`config.mk`:
```
export PLATFORM = sky130hd
export DESIGN_NAME = links_to_fsb
export DESIGN_NICKNAME = d
export VERILOG_FILES = /design/src/verilog/mc_fsb_pkg.sv /design/src/verilog/tunnel_side_if.sv /design/src/verilog/two_fifo.sv /design/src/verilog/mc_link_adapter.sv /design/src/verilog/tunnel_rx.sv /design/src/verilog/channel_tunnel.sv /design/src/verilog/links_to_fsb.sv
export VERILOG_INCLUDE_DIRS = /design/src /design/src/verilog
export SDC_FILE = /design/constraint.sdc
export NUM_CORES = 1
export LEC_CHECK = 0
export ABC_AREA = 1
export BUFFER_PORTS_ARGS = -buffer_cell sky130_fd_sc_hd__buf_2
export CAP_MARGIN = 30
export CELL_PAD_IN_SITES_DETAIL_PLACEMENT = 1
export CELL_PAD_IN_SITES_GLOBAL_PLACEMENT = 1
export CORE_UTILIZATION = 41
export DETAILED_ROUTE_END_ITERATION = 8
export PLACE_DENSITY_LB_ADDON = 0.1
export SLEW_MARGIN = 20
export SYNTH_ARGS = -nofsm -noshare
export SYNTH_HDL_FRONTEND = slang
export SYNTH_SLANG_ARGS = --single-unit
```
`constraint.sdc`:
```
create_clock -name clk_i -period 9.33 [get_ports clk_i]
set_clock_uncertainty 0.15 [all_clocks]
set_input_delay 1.866 -clock clk_i [delete_from_list [all_inputs] [get_ports clk_i]]
set_output_delay 1.866 -clock clk_i [all_outputs]
set_load 0.02 [all_outputs]
```
`src/verilog/mc_fsb_settings.svh`:
```
`ifndef MC_FSB_SETTINGS_SVH
`define MC_FSB_SETTINGS_SVH

// manycore links, each with a forward and a reverse network
`define NUM_LINKS 2
`define NUM_IN (2 * `NUM_LINKS)

// packet widths of the two networks
`define FWD_W 48
`define REV_W 36
`define PAYLOAD_W ((`FWD_W > `REV_W) ? `FWD_W : `REV_W)

// receive depth per channel on the far side, also the starting credit count
`define REMOTE_CREDITS 4

// tag counts channels plus the credit tag
`define TAG_W $clog2(`NUM_IN + 1)
`define CREDIT_W $clog2(`REMOTE_CREDITS + 1)

// fsb framing
`define DEST_W 4
`define DEST_ID 4'd5
`define RING_W 80

`endif

```
`src/verilog/mc_fsb_pkg.sv`:
```
`include "mc_fsb_settings.svh"

package mc_fsb_pkg;

   // request packet on the forward network
   typedef logic [`FWD_W-1:0] fwd_packet_t;

   // return packet on the reverse network
   typedef logic [`REV_W-1:0] rev_packet_t;

   // tunnel payload, short packets zero-extended
   typedef logic [`PAYLOAD_W-1:0] payload_t;

   // channel tag, 2k = link k fwd, 2k+1 = link k rev, NUM_IN = credit word
   typedef logic [`TAG_W-1:0] tag_t;

   // credit count 0 .. REMOTE_CREDITS
   typedef logic [`CREDIT_W-1:0] credit_t;

   // fsb word: destid, cmd, zero fill, tag, payload
   typedef logic [`RING_W-1:0] ring_word_t;

   // transmit sequencer, names what the output register holds
   typedef enum logic [1:0] {TX_IDLE, TX_DATA, TX_CREDIT} tunnel_state_t;

endpackage

```
`src/verilog/tunnel_side_if.sv`:
```
`timescale 1ns/1ps

interface tunnel_side_if
   import mc_fsb_pkg::*;
   ();

   // index 0 forward network, index 1 reverse network

   // adapter toward tunnel
   logic     [1:0] to_tunnel_v;
   payload_t [1:0] to_tunnel_data;
   logic     [1:0] to_tunnel_yumi;

   // tunnel toward adapter
   logic     [1:0] from_tunnel_v;
   payload_t [1:0] from_tunnel_data;
   logic     [1:0] from_tunnel_yumi;

   modport adapter (
      output to_tunnel_v, to_tunnel_data,
      input  to_tunnel_yumi,
      input  from_tunnel_v, from_tunnel_data,
      output from_tunnel_yumi
   );

   modport tunnel (
      input  to_tunnel_v, to_tunnel_data,
      output to_tunnel_yumi,
      output from_tunnel_v, from_tunnel_data,
      input  from_tunnel_yumi
   );

endinterface

```
`src/verilog/two_fifo.sv`:
```
`timescale 1ns/1ps

module two_fifo
   import mc_fsb_pkg::*;
(
   input  logic     clk_i,
   input  logic     reset_i,
   input  logic     v_i,
   input  payload_t data_i,
   output logic     ready_o,
   output logic     v_o,
   output payload_t data_o,
   input  logic     yumi_i
);

   payload_t mem_r [2];
   logic     rd_ptr_r;
   logic     wr_ptr_r;
   logic     full_r;
   logic     empty;
   logic     enq;

   // empty when pointers meet and not full
   assign empty   = (rd_ptr_r == wr_ptr_r) & ~full_r;
   assign v_o     = ~empty;
   assign data_o  = mem_r[rd_ptr_r];

   // a pop in the same cycle frees a slot
   assign ready_o = ~full_r | yumi_i;
   assign enq     = v_i & ready_o;

   always_ff @(posedge clk_i)
   begin
      if (enq)
         mem_r[wr_ptr_r] <= data_i;
   end

   always_ff @(posedge clk_i)
   begin
      if (reset_i)
      begin
         rd_ptr_r <= 1'b0;
         wr_ptr_r <= 1'b0;
         full_r   <= 1'b0;
      end
      else
      begin
         if (enq)
            wr_ptr_r <= ~wr_ptr_r;
         if (yumi_i)
            rd_ptr_r <= ~rd_ptr_r;
         // fills on push without pop when pointers are one apart
         if (enq & ~yumi_i)
            full_r <= (rd_ptr_r != wr_ptr_r);
         else if (yumi_i & ~enq)
            full_r <= 1'b0;
      end
   end

endmodule

```
`src/verilog/mc_link_adapter.sv`:
```
`timescale 1ns/1ps
`include "mc_fsb_settings.svh"

module mc_link_adapter
   import mc_fsb_pkg::*;
(
   input  logic                  clk_i,
   input  logic                  reset_i,
   input  logic                  fwd_v_i,
   input  fwd_packet_t           fwd_data_i,
   output logic                  fwd_ready_o,
   input  logic                  rev_v_i,
   input  rev_packet_t           rev_data_i,
   output logic                  rev_ready_o,
   output logic                  fwd_v_o,
   output fwd_packet_t           fwd_data_o,
   input  logic                  fwd_ready_i,
   output logic                  rev_v_o,
   output rev_packet_t           rev_data_o,
   input  logic                  rev_ready_i,
   tunnel_side_if.adapter        tun
);

   // forward requests from the manycore, one register stage
   two_fifo fwd_fifo (
      .clk_i   (clk_i),
      .reset_i (reset_i),
      .v_i     (fwd_v_i),
      .data_i  (payload_t'(fwd_data_i)),
      .ready_o (fwd_ready_o),
      .v_o     (tun.to_tunnel_v[0]),
      .data_o  (tun.to_tunnel_data[0]),
      .yumi_i  (tun.to_tunnel_yumi[0])
   );

   // return packets are shorter, upper payload bits zero
   two_fifo rev_fifo (
      .clk_i   (clk_i),
      .reset_i (reset_i),
      .v_i     (rev_v_i),
      .data_i  (payload_t'(rev_data_i)),
      .ready_o (rev_ready_o),
      .v_o     (tun.to_tunnel_v[1]),
      .data_o  (tun.to_tunnel_data[1]),
      .yumi_i  (tun.to_tunnel_yumi[1])
   );

   // toward the manycore, drop the zero fill
   assign fwd_v_o    = tun.from_tunnel_v[0];
   assign fwd_data_o = tun.from_tunnel_data[0][`FWD_W-1:0];
   assign rev_v_o    = tun.from_tunnel_v[1];
   assign rev_data_o = tun.from_tunnel_data[1][`REV_W-1:0];

   // ready to yumi, consume only when offered and accepted
   assign tun.from_tunnel_yumi[0] = tun.from_tunnel_v[0] & fwd_ready_i;
   assign tun.from_tunnel_yumi[1] = tun.from_tunnel_v[1] & rev_ready_i;

endmodule

```
`src/verilog/tunnel_rx.sv`:
```
`timescale 1ns/1ps
`include "mc_fsb_settings.svh"

module tunnel_rx
   import mc_fsb_pkg::*;
(
   input  logic                   clk_i,
   input  logic                   reset_i,
   input  logic                   in_v_i,
   input  tag_t                   in_tag_i,
   input  payload_t               in_data_i,
   output logic                   in_yumi_o,
   output logic     [`NUM_IN-1:0] chan_v_o,
   output payload_t [`NUM_IN-1:0] chan_data_o,
   input  logic     [`NUM_IN-1:0] chan_yumi_i,
   output logic                   credit_v_o,
   output tag_t                   credit_chan_o,
   output credit_t                credit_cnt_o,
   input  logic                   credit_taken_i,
   output logic                   credit_add_v_o,
   output tag_t                   credit_add_chan_o,
   output credit_t                credit_add_cnt_o
);

   // depth is a power of two so pointers wrap by themselves
   localparam int ptr_w_lp = $clog2(`REMOTE_CREDITS);

   payload_t            buf_r    [`NUM_IN][`REMOTE_CREDITS];
   logic [ptr_w_lp-1:0] rd_ptr_r [`NUM_IN];
   logic [ptr_w_lp-1:0] wr_ptr_r [`NUM_IN];
   credit_t             used_r   [`NUM_IN];
   credit_t             ret_r    [`NUM_IN];
   logic [`NUM_IN-1:0]  wr_en;

   // always accepted, sender credits keep the buffers from overflowing
   assign in_yumi_o = in_v_i;

   // credit words skip the buffers, chan in low bits, count above
   assign credit_add_v_o    = in_v_i & (in_tag_i == tag_t'(`NUM_IN));
   assign credit_add_chan_o = in_data_i[`TAG_W-1:0];
   assign credit_add_cnt_o  = in_data_i[`TAG_W +: `CREDIT_W];

   for (genvar c = 0; c < `NUM_IN; c++)
   begin : g_chan
      assign wr_en[c]       = in_v_i & (in_tag_i == tag_t'(c));
      assign chan_v_o[c]    = (used_r[c] != '0);
      assign chan_data_o[c] = buf_r[c][rd_ptr_r[c]];
   end

   // offer the lowest channel with credits to hand back
   always_comb
   begin
      credit_v_o    = 1'b0;
      credit_chan_o = '0;
      credit_cnt_o  = '0;
      for (int c = `NUM_IN - 1; c >= 0; c--)
      begin
         if (ret_r[c] != '0)
         begin
            credit_v_o    = 1'b1;
            credit_chan_o = tag_t'(c);
            credit_cnt_o  = ret_r[c];
         end
      end
   end

   always_ff @(posedge clk_i)
   begin
      for (int c = 0; c < `NUM_IN; c++)
      begin
         if (wr_en[c])
            buf_r[c][wr_ptr_r[c]] <= in_data_i;
      end
   end

   always_ff @(posedge clk_i)
   begin
      for (int c = 0; c < `NUM_IN; c++)
      begin
         if (reset_i)
         begin
            rd_ptr_r[c] <= '0;
            wr_ptr_r[c] <= '0;
            used_r[c]   <= '0;
            ret_r[c]    <= '0;
         end
         else
         begin
            if (wr_en[c])
               wr_ptr_r[c] <= wr_ptr_r[c] + 1'b1;
            if (chan_yumi_i[c])
               rd_ptr_r[c] <= rd_ptr_r[c] + 1'b1;
            used_r[c] <= used_r[c] + credit_t'(wr_en[c]) - credit_t'(chan_yumi_i[c]);
            // returned count cleared, a pop this cycle starts the next batch
            if (credit_taken_i && (credit_chan_o == tag_t'(c)))
               ret_r[c] <= credit_t'(chan_yumi_i[c]);
            else if (chan_yumi_i[c])
               ret_r[c] <= ret_r[c] + 1'b1;
         end
      end
   end

endmodule

```
`src/verilog/channel_tunnel.sv`:
```
`timescale 1ns/1ps
`include "mc_fsb_settings.svh"

module channel_tunnel
   import mc_fsb_pkg::*;
(
   input  logic                         clk_i,
   input  logic                         reset_i,
   tunnel_side_if.tunnel                tun [`NUM_LINKS],
   input  logic                         multi_v_i,
   input  logic [`TAG_W+`PAYLOAD_W-1:0] multi_data_i,
   output logic                         multi_yumi_o,
   output logic                         multi_v_o,
   output ring_word_t                   multi_data_o,
   input  logic                         multi_yumi_i
);

   localparam int fill_w_lp = `RING_W - `DEST_W - 1 - `TAG_W - `PAYLOAD_W;
   localparam logic [`DEST_W-1:0] dest_id_lp = `DEST_ID;

   typedef logic [$clog2(`NUM_IN)-1:0] chan_t;

   logic     [`NUM_IN-1:0] in_v;
   payload_t [`NUM_IN-1:0] in_data;
   logic     [`NUM_IN-1:0] in_yumi;
   logic     [`NUM_IN-1:0] out_v;
   payload_t [`NUM_IN-1:0] out_data;
   logic     [`NUM_IN-1:0] out_yumi;
   logic                   credit_v;
   tag_t                   credit_chan;
   credit_t                credit_cnt;
   logic                   credit_taken;
   logic                   credit_add_v;
   tag_t                   credit_add_chan;
   credit_t                credit_add_cnt;
   credit_t                cred_add [`NUM_IN];
   credit_t                cred_r   [`NUM_IN];
   chan_t                  rr_r;
   chan_t                  cand;
   chan_t                  pick;
   logic                   pick_v;
   logic                   load;
   logic                   load_data;
   tunnel_state_t          state_r;
   tunnel_state_t          state_n;
   tag_t                   out_tag_r;
   payload_t               out_pay_r;

   // flatten links into channels 2k and 2k+1
   for (genvar k = 0; k < `NUM_LINKS; k++)
   begin : g_link
      assign in_v[2*k +: 2]          = tun[k].to_tunnel_v;
      assign in_data[2*k +: 2]       = tun[k].to_tunnel_data;
      assign tun[k].to_tunnel_yumi   = in_yumi[2*k +: 2];
      assign tun[k].from_tunnel_v    = out_v[2*k +: 2];
      assign tun[k].from_tunnel_data = out_data[2*k +: 2];
      assign out_yumi[2*k +: 2]      = tun[k].from_tunnel_yumi;
   end

   tunnel_rx rx0 (
      .clk_i             (clk_i),
      .reset_i           (reset_i),
      .in_v_i            (multi_v_i),
      .in_tag_i          (multi_data_i[`PAYLOAD_W +: `TAG_W]),
      .in_data_i         (multi_data_i[`PAYLOAD_W-1:0]),
      .in_yumi_o         (multi_yumi_o),
      .chan_v_o          (out_v),
      .chan_data_o       (out_data),
      .chan_yumi_i       (out_yumi),
      .credit_v_o        (credit_v),
      .credit_chan_o     (credit_chan),
      .credit_cnt_o      (credit_cnt),
      .credit_taken_i    (credit_taken),
      .credit_add_v_o    (credit_add_v),
      .credit_add_chan_o (credit_add_chan),
      .credit_add_cnt_o  (credit_add_cnt)
   );

   // first channel at or after rr_r with data and credit
   always_comb
   begin
      pick_v = 1'b0;
      pick   = rr_r;
      cand   = rr_r;
      for (int i = `NUM_IN - 1; i >= 0; i--)
      begin
         cand = rr_r + chan_t'(i);
         if (in_v[cand] && (cred_r[cand] != '0))
         begin
            pick_v = 1'b1;
            pick   = cand;
         end
      end
   end

   // output register free when empty or taken this cycle
   assign multi_v_o = (state_r != TX_IDLE);
   assign load      = (state_r == TX_IDLE) | multi_yumi_i;

   // credit returns go ahead of data
   always_comb
   begin
      state_n      = state_r;
      credit_taken = 1'b0;
      load_data    = 1'b0;
      if (load)
      begin
         if (credit_v)
         begin
            state_n      = TX_CREDIT;
            credit_taken = 1'b1;
         end
         else if (pick_v)
         begin
            state_n   = TX_DATA;
            load_data = 1'b1;
         end
         else
            state_n = TX_IDLE;
      end
   end

   for (genvar c = 0; c < `NUM_IN; c++)
   begin : g_cred
      assign in_yumi[c]  = load_data & (pick == chan_t'(c));
      assign cred_add[c] = (credit_add_v && (credit_add_chan == tag_t'(c))) ?
                           credit_add_cnt : credit_t'(0);
   end

   // credit word puts count above channel index
   always_ff @(posedge clk_i)
   begin
      if (credit_taken)
      begin
         out_tag_r <= tag_t'(`NUM_IN);
         out_pay_r <= payload_t'({credit_cnt, credit_chan});
      end
      else if (load_data)
      begin
         out_tag_r <= tag_t'(pick);
         out_pay_r <= in_data[pick];
      end
   end

   always_ff @(posedge clk_i)
   begin
      if (reset_i)
      begin
         state_r <= TX_IDLE;
         rr_r    <= '0;
         for (int c = 0; c < `NUM_IN; c++)
            cred_r[c] <= credit_t'(`REMOTE_CREDITS);
      end
      else
      begin
         state_r <= state_n;
         // next search starts past the winner
         if (load_data)
            rr_r <= pick + 1'b1;
         for (int c = 0; c < `NUM_IN; c++)
            cred_r[c] <= cred_r[c] - credit_t'(in_yumi[c]) + cred_add[c];
      end
   end

   // fsb framing, cmd always zero
   assign multi_data_o = {dest_id_lp, 1'b0, {fill_w_lp{1'b0}}, out_tag_r, out_pay_r};

endmodule

```
`src/verilog/links_to_fsb.sv`:
```
`timescale 1ns/1ps
`include "mc_fsb_settings.svh"

module links_to_fsb
   import mc_fsb_pkg::*;
(
   input  logic                         clk_i,
   input  logic                         reset_i,
   input  logic        [`NUM_LINKS-1:0] link_fwd_v_i,
   input  fwd_packet_t [`NUM_LINKS-1:0] link_fwd_data_i,
   output logic        [`NUM_LINKS-1:0] link_fwd_ready_o,
   input  logic        [`NUM_LINKS-1:0] link_rev_v_i,
   input  rev_packet_t [`NUM_LINKS-1:0] link_rev_data_i,
   output logic        [`NUM_LINKS-1:0] link_rev_ready_o,
   output logic        [`NUM_LINKS-1:0] link_fwd_v_o,
   output fwd_packet_t [`NUM_LINKS-1:0] link_fwd_data_o,
   input  logic        [`NUM_LINKS-1:0] link_fwd_ready_i,
   output logic        [`NUM_LINKS-1:0] link_rev_v_o,
   output rev_packet_t [`NUM_LINKS-1:0] link_rev_data_o,
   input  logic        [`NUM_LINKS-1:0] link_rev_ready_i,
   input  logic                         fsb_v_i,
   input  ring_word_t                   fsb_data_i,
   output logic                         fsb_ready_o,
   output logic                         fsb_v_o,
   output ring_word_t                   fsb_data_o,
   input  logic                         fsb_yumi_i
);

   logic     pay_ready;
   logic     tag_ready;
   logic     pay_v;
   logic     tag_v;
   payload_t pay_data;
   payload_t tag_data;
   logic     multi_yumi;

   tunnel_side_if tun [`NUM_LINKS] ();

   for (genvar k = 0; k < `NUM_LINKS; k++)
   begin : g_adapter
      mc_link_adapter adapter (
         .clk_i       (clk_i),
         .reset_i     (reset_i),
         .fwd_v_i     (link_fwd_v_i[k]),
         .fwd_data_i  (link_fwd_data_i[k]),
         .fwd_ready_o (link_fwd_ready_o[k]),
         .rev_v_i     (link_rev_v_i[k]),
         .rev_data_i  (link_rev_data_i[k]),
         .rev_ready_o (link_rev_ready_o[k]),
         .fwd_v_o     (link_fwd_v_o[k]),
         .fwd_data_o  (link_fwd_data_o[k]),
         .fwd_ready_i (link_fwd_ready_i[k]),
         .rev_v_o     (link_rev_v_o[k]),
         .rev_data_o  (link_rev_data_o[k]),
         .rev_ready_i (link_rev_ready_i[k]),
         .tun         (tun[k])
      );
   end

   // fsb input stage, payload and tag in two fifos that move in lockstep
   // only the low tag and payload bits of the fsb word matter
   two_fifo fsb_pay_fifo (
      .clk_i   (clk_i),
      .reset_i (reset_i),
      .v_i     (fsb_v_i),
      .data_i  (fsb_data_i[`PAYLOAD_W-1:0]),
      .ready_o (pay_ready),
      .v_o     (pay_v),
      .data_o  (pay_data),
      .yumi_i  (multi_yumi)
   );

   two_fifo fsb_tag_fifo (
      .clk_i   (clk_i),
      .reset_i (reset_i),
      .v_i     (fsb_v_i),
      .data_i  (payload_t'(fsb_data_i[`PAYLOAD_W +: `TAG_W])),
      .ready_o (tag_ready),
      .v_o     (tag_v),
      .data_o  (tag_data),
      .yumi_i  (multi_yumi)
   );

   assign fsb_ready_o = pay_ready & tag_ready;

   channel_tunnel tunnel (
      .clk_i        (clk_i),
      .reset_i      (reset_i),
      .tun          (tun),
      .multi_v_i    (pay_v & tag_v),
      .multi_data_i ({tag_data[`TAG_W-1:0], pay_data}),
      .multi_yumi_o (multi_yumi),
      .multi_v_o    (fsb_v_o),
      .multi_data_o (fsb_data_o),
      .multi_yumi_i (fsb_yumi_i)
   );

endmodule

```
==> run_results.csv <==
group,metric,value,unit
global_routing,antenna_found_initial,53,
worst_setup_path,reg2reg_to,"tunnel.cred_r[2][2]",
timing,maxSlewViolCount,0,
route,wl_per_cell,23.4,um
route,first_pass_iters,5,
hold_path,holdPathEnd,"tunnel.out_tag_r[2]",
logic_synthesis,synth.avg_cell_area,13.3,um^2
global_routing,grtUsageMet2,0.386,
worst_setup_path,critPathKind,"reg -> out",
logic_synthesis,ys_warn_count,0,
floorplanning,rows,126,
route,via_per_inst,5.18,
global_routing,grt_max_degree,76,
placed_design,port_buffers,459,
worst_setup_path,end_kind,"output pin",
power_and_ir_drop,power.internal,10500,uW
route,routed_wl,135,mm
layout,fin_util,0.484,
global_routing,grt_pass1_wl,198,mm
timing,final.setup.worst_slack,3.17,ns
timing,maxSlewHeadroom,0.340,
global_routing,grt_use_met1,0.278,
worst_setup_path,cp.required,7.31,ns
worst_setup_path,worst_r2r_startpoint,"tunnel.rr_r[0]",
clocking,cts_resized,0,
clocking,clkTransAtPathRegs,0.06,ns
global_routing,top_usage_layer,"met2",
worst_setup_path,crit_chain,"inv_1, a21oi_1, nand2_1, nand2_1, nand2_1, nand2_1, inv_1, nand3_1, nand3_1, nand2_2, nand3_2, nand2_1, buf_2",
clocking,cts_tree,"yes",
route,drtIter0Drc,1731,
timing,period_share,0.660,
hold_path,hold_start,"tunnel.out_tag_r[2]",
worst_setup_path,worstPathArrival,4.14,ns
floorplanning,die_h,347,um
floorplanning,core,118000,um^2
timing,finalHoldViolCount,0,
floorplanning,die-area,120000,um^2
worst_setup_path,slowest_delay,0.66,ns
placed_design,dpl_worst_slack,3.66,ns
hold_path,whs_path_depth,2,
layout,layout_commonest_cell,"edfxtp_1",
worst_setup_path,rrSetupSlack,4.35,ns
timing,fmax,162,MHz
logic_synthesis,yosysSeqAreaShare,0.746,
logic_synthesis,synth_seq_cells,1243,
logic_synthesis,synth.distinct_cells,40,
clocking,cts_sinks,1243,
route,drc,0,
global_routing,grt.total_usage,0.224,
floorplanning,start_util,0.413,
hold_path,min_path_type,"reg -> reg",
logic_synthesis,syn_inst,3659,
clocking,htree_levels,4,
layout,nNetsFinal,4448,
power_and_ir_drop,switching_share,0.316,
timing,setup_viol,0,
layout,area_growth,17.3,%
floorplanning,num_io_pins,518,
power_and_ir_drop,ir_drop,202,uV
clocking,cts_hold_buf,0,
route,vias,30042,
worst_setup_path,critPathLaunch,"tunnel.rr_r[0]",
logic_synthesis,syn_area,48700,um^2
layout,drive_gt1_frac,0.197,
worst_setup_path,critPathMostFrequentCell,"nand2_1",
power_and_ir_drop,combPwrFrac,0.222,
global_routing,first_global_vias,30626,
placed_design,dp_hpwl,84.2,mm
clocking,cts_setup_buffers,0,
power_and_ir_drop,leakagePower,0.0206,uW
worst_setup_path,path_max_fanout,30,
timing,worst_pin_slew,0.989,ns
clocking,cts-buffers-inserted,138,
power_and_ir_drop,pwr-share-clk,0.342,
power_and_ir_drop,p_switching,4860,uW
placed_design,gp_congestion,0.759,
timing,rsz0062_at_grt,"false",
clocking,clk_latency,0.74,ns
worst_setup_path,critPathTopFamily,"simple AND/OR/NAND/NOR gates",
timing,tns,0,ns
status,status,"finished clean",
clocking,clock_path_buffers,3,
placed_design,placed_cells_incl_taps,5526,
floorplanning,fp.dieW,347,um
power_and_ir_drop,pwr_density_cell,269,nW/um^2
route,ant_nets,0,
job,maxCapViolCount,0,
global_routing,grt_remaining_overflow,0,
worst_setup_path,crit_path_top_delay_cell,"nand2_2",
power_and_ir_drop,p_seq_frac,0.436,
timing,period_minus_slack,6.16,ns
worst_setup_path,cp_num_buf_inv,3,
layout,layout_common_cells,"edfxtp_1 (1144), nor2_1 (515), buf_2 (459)",
worst_setup_path,startpoint_type,"register",
worst_setup_path,r2r_cells,22,
clocking,clockRootBuffer,"clkbuf_16",
layout,final_cells,5801,
global_routing,grtUsageMet3,0.0467,
sequential cells by signal, summed over array words and instances (netlist names), 3 cells and up, named ones only:
register,count
tunnel.rx0.buf_r,672
g_adapter.adapter.fwd_fifo.mem_r,192
g_adapter.adapter.rev_fifo.mem_r,144
fsb_pay_fifo.mem_r,96
tunnel.out_pay_r,48
tunnel.cred_r,12
tunnel.rx0.ret_r,12
tunnel.rx0.used_r,12
tunnel.rx0.rd_ptr_r,8
tunnel.rx0.wr_ptr_r,8
fsb_tag_fifo.mem_r,6
tunnel.out_tag_r,3
worst max-delay path by stage:
stage | to | slack [ns] | depth (start not counted)
5_1_grt | link_rev_ready_o[0] | 2.81 | 13
3_3_place_gp | link_rev_ready_o[0] | 3.73 | 8
3_5_place_dp | link_rev_ready_o[0] | 3.66 | 8
2_1_floorplan | g_adapter[1].adapter.fwd_fifo.mem_r[0][0] | 4.04 | 8
4_1_cts | link_rev_ready_o[0] | 3.00 | 13
6_report | link_rev_ready_o[0] | 3.17 | 13
layout make-up:
cell class                      instances  area [um^2]
Tap cell                             1536         1920
Multi-Input combinational cell       2030        10900
Clock inverter                         66          596
Antenna cell                           23         57.6
Clock buffer                          186         3800
Inverter                              198          743
Sequential cell                      1243        36300
Fill cell                           12103        60800
Timing Repair Buffer                  519         2820
power groups by stage:
stage	clock, uW	combinational (uW)	sequential [uW]
after global placement	0	3390	6820
final	5260	3410	6710
after global routing	5590	3750	6730
after CTS	5380	3500	6710
after floorplan	0	2080	6820
after detailed placement	0	3490	6830
tightest hold or removal path, delay by kind of cell (launching register included):
kind | cells | cell delay (ns)
flops | 1 | 0.31
simple gates | 2 | 0.10
through the flow:
stage | power, uW | cell area, um^2 | hold slack, ns
final | 15400 | 57100 | 0.306
after detailed placement | 10300 | 52700 | 0.292
after floorplan | 8900 | 48800 | 0.266
after global routing | 16100 | 57100 | 0.322
after global placement | 10200 | 52600 | 0.287
after CTS | 15600 | 57100 | 0.301
cells in the mapped netlist:
cell	n	area, um^2
dfxtp_1	99	1980
or2_1	3	18.8
or2_2	6	37.5
nand2_4	1	11.3
nor2_1	537	2020
nor3_1	5	25.0
clkbuf_1	132	495
o22ai_1	169	1060
nand3_2	4	40.0
inv_1	184	691
buf_1	14	52.6
fa_1	8	160
or3_1	2	12.5
buf_6	3	33.8
nand2_2	5	31.3
conb_1	2	7.51
nor2_4	1	11.3
o221ai_1	2	17.5
ha_1	50	626
o21ai_0	369	1850
buf_2	22	110
edfxtp_1	1144	34400
nand2_1	454	1700
xor2_1	10	87.6
a21oi_1	43	215
buf_4	44	330
nor4_1	2	12.5
o211ai_1	4	30.0
o21ai_1	25	125
nor3b_1	4	30.0
clkinv_1	4	15.0
inv_2	10	37.5
nor2_2	3	18.8
o21bai_1	1	7.51
mux2_2	68	766
mux2i_1	100	1000
xnor2_1	10	87.6
nand3_1	112	561
nand3b_1	2	15.0
nand4_1	1	6.26
metal layers:
| metal | routed length (um) | vias up |
|---|---|---|
| met5 | 197 | - |
| met3 | 6330 | 240 |
| met2 | 68200 | 642 |
| li1 | - | 13988 |
| met4 | 4120 | 30 |
| met1 | 56700 | 15142 |
cells by family after synthesis:
kind of cell / share of synthesized area
flops: 0.746
simple gates: 0.0935
compound gates: 0.0678
buf+inv: 0.0363
mux: 0.0363
fa+ha+maj: 0.0161
xor+xnor: 0.00360
other cells: 0.000154
Power figures use the tool's default switching activity.
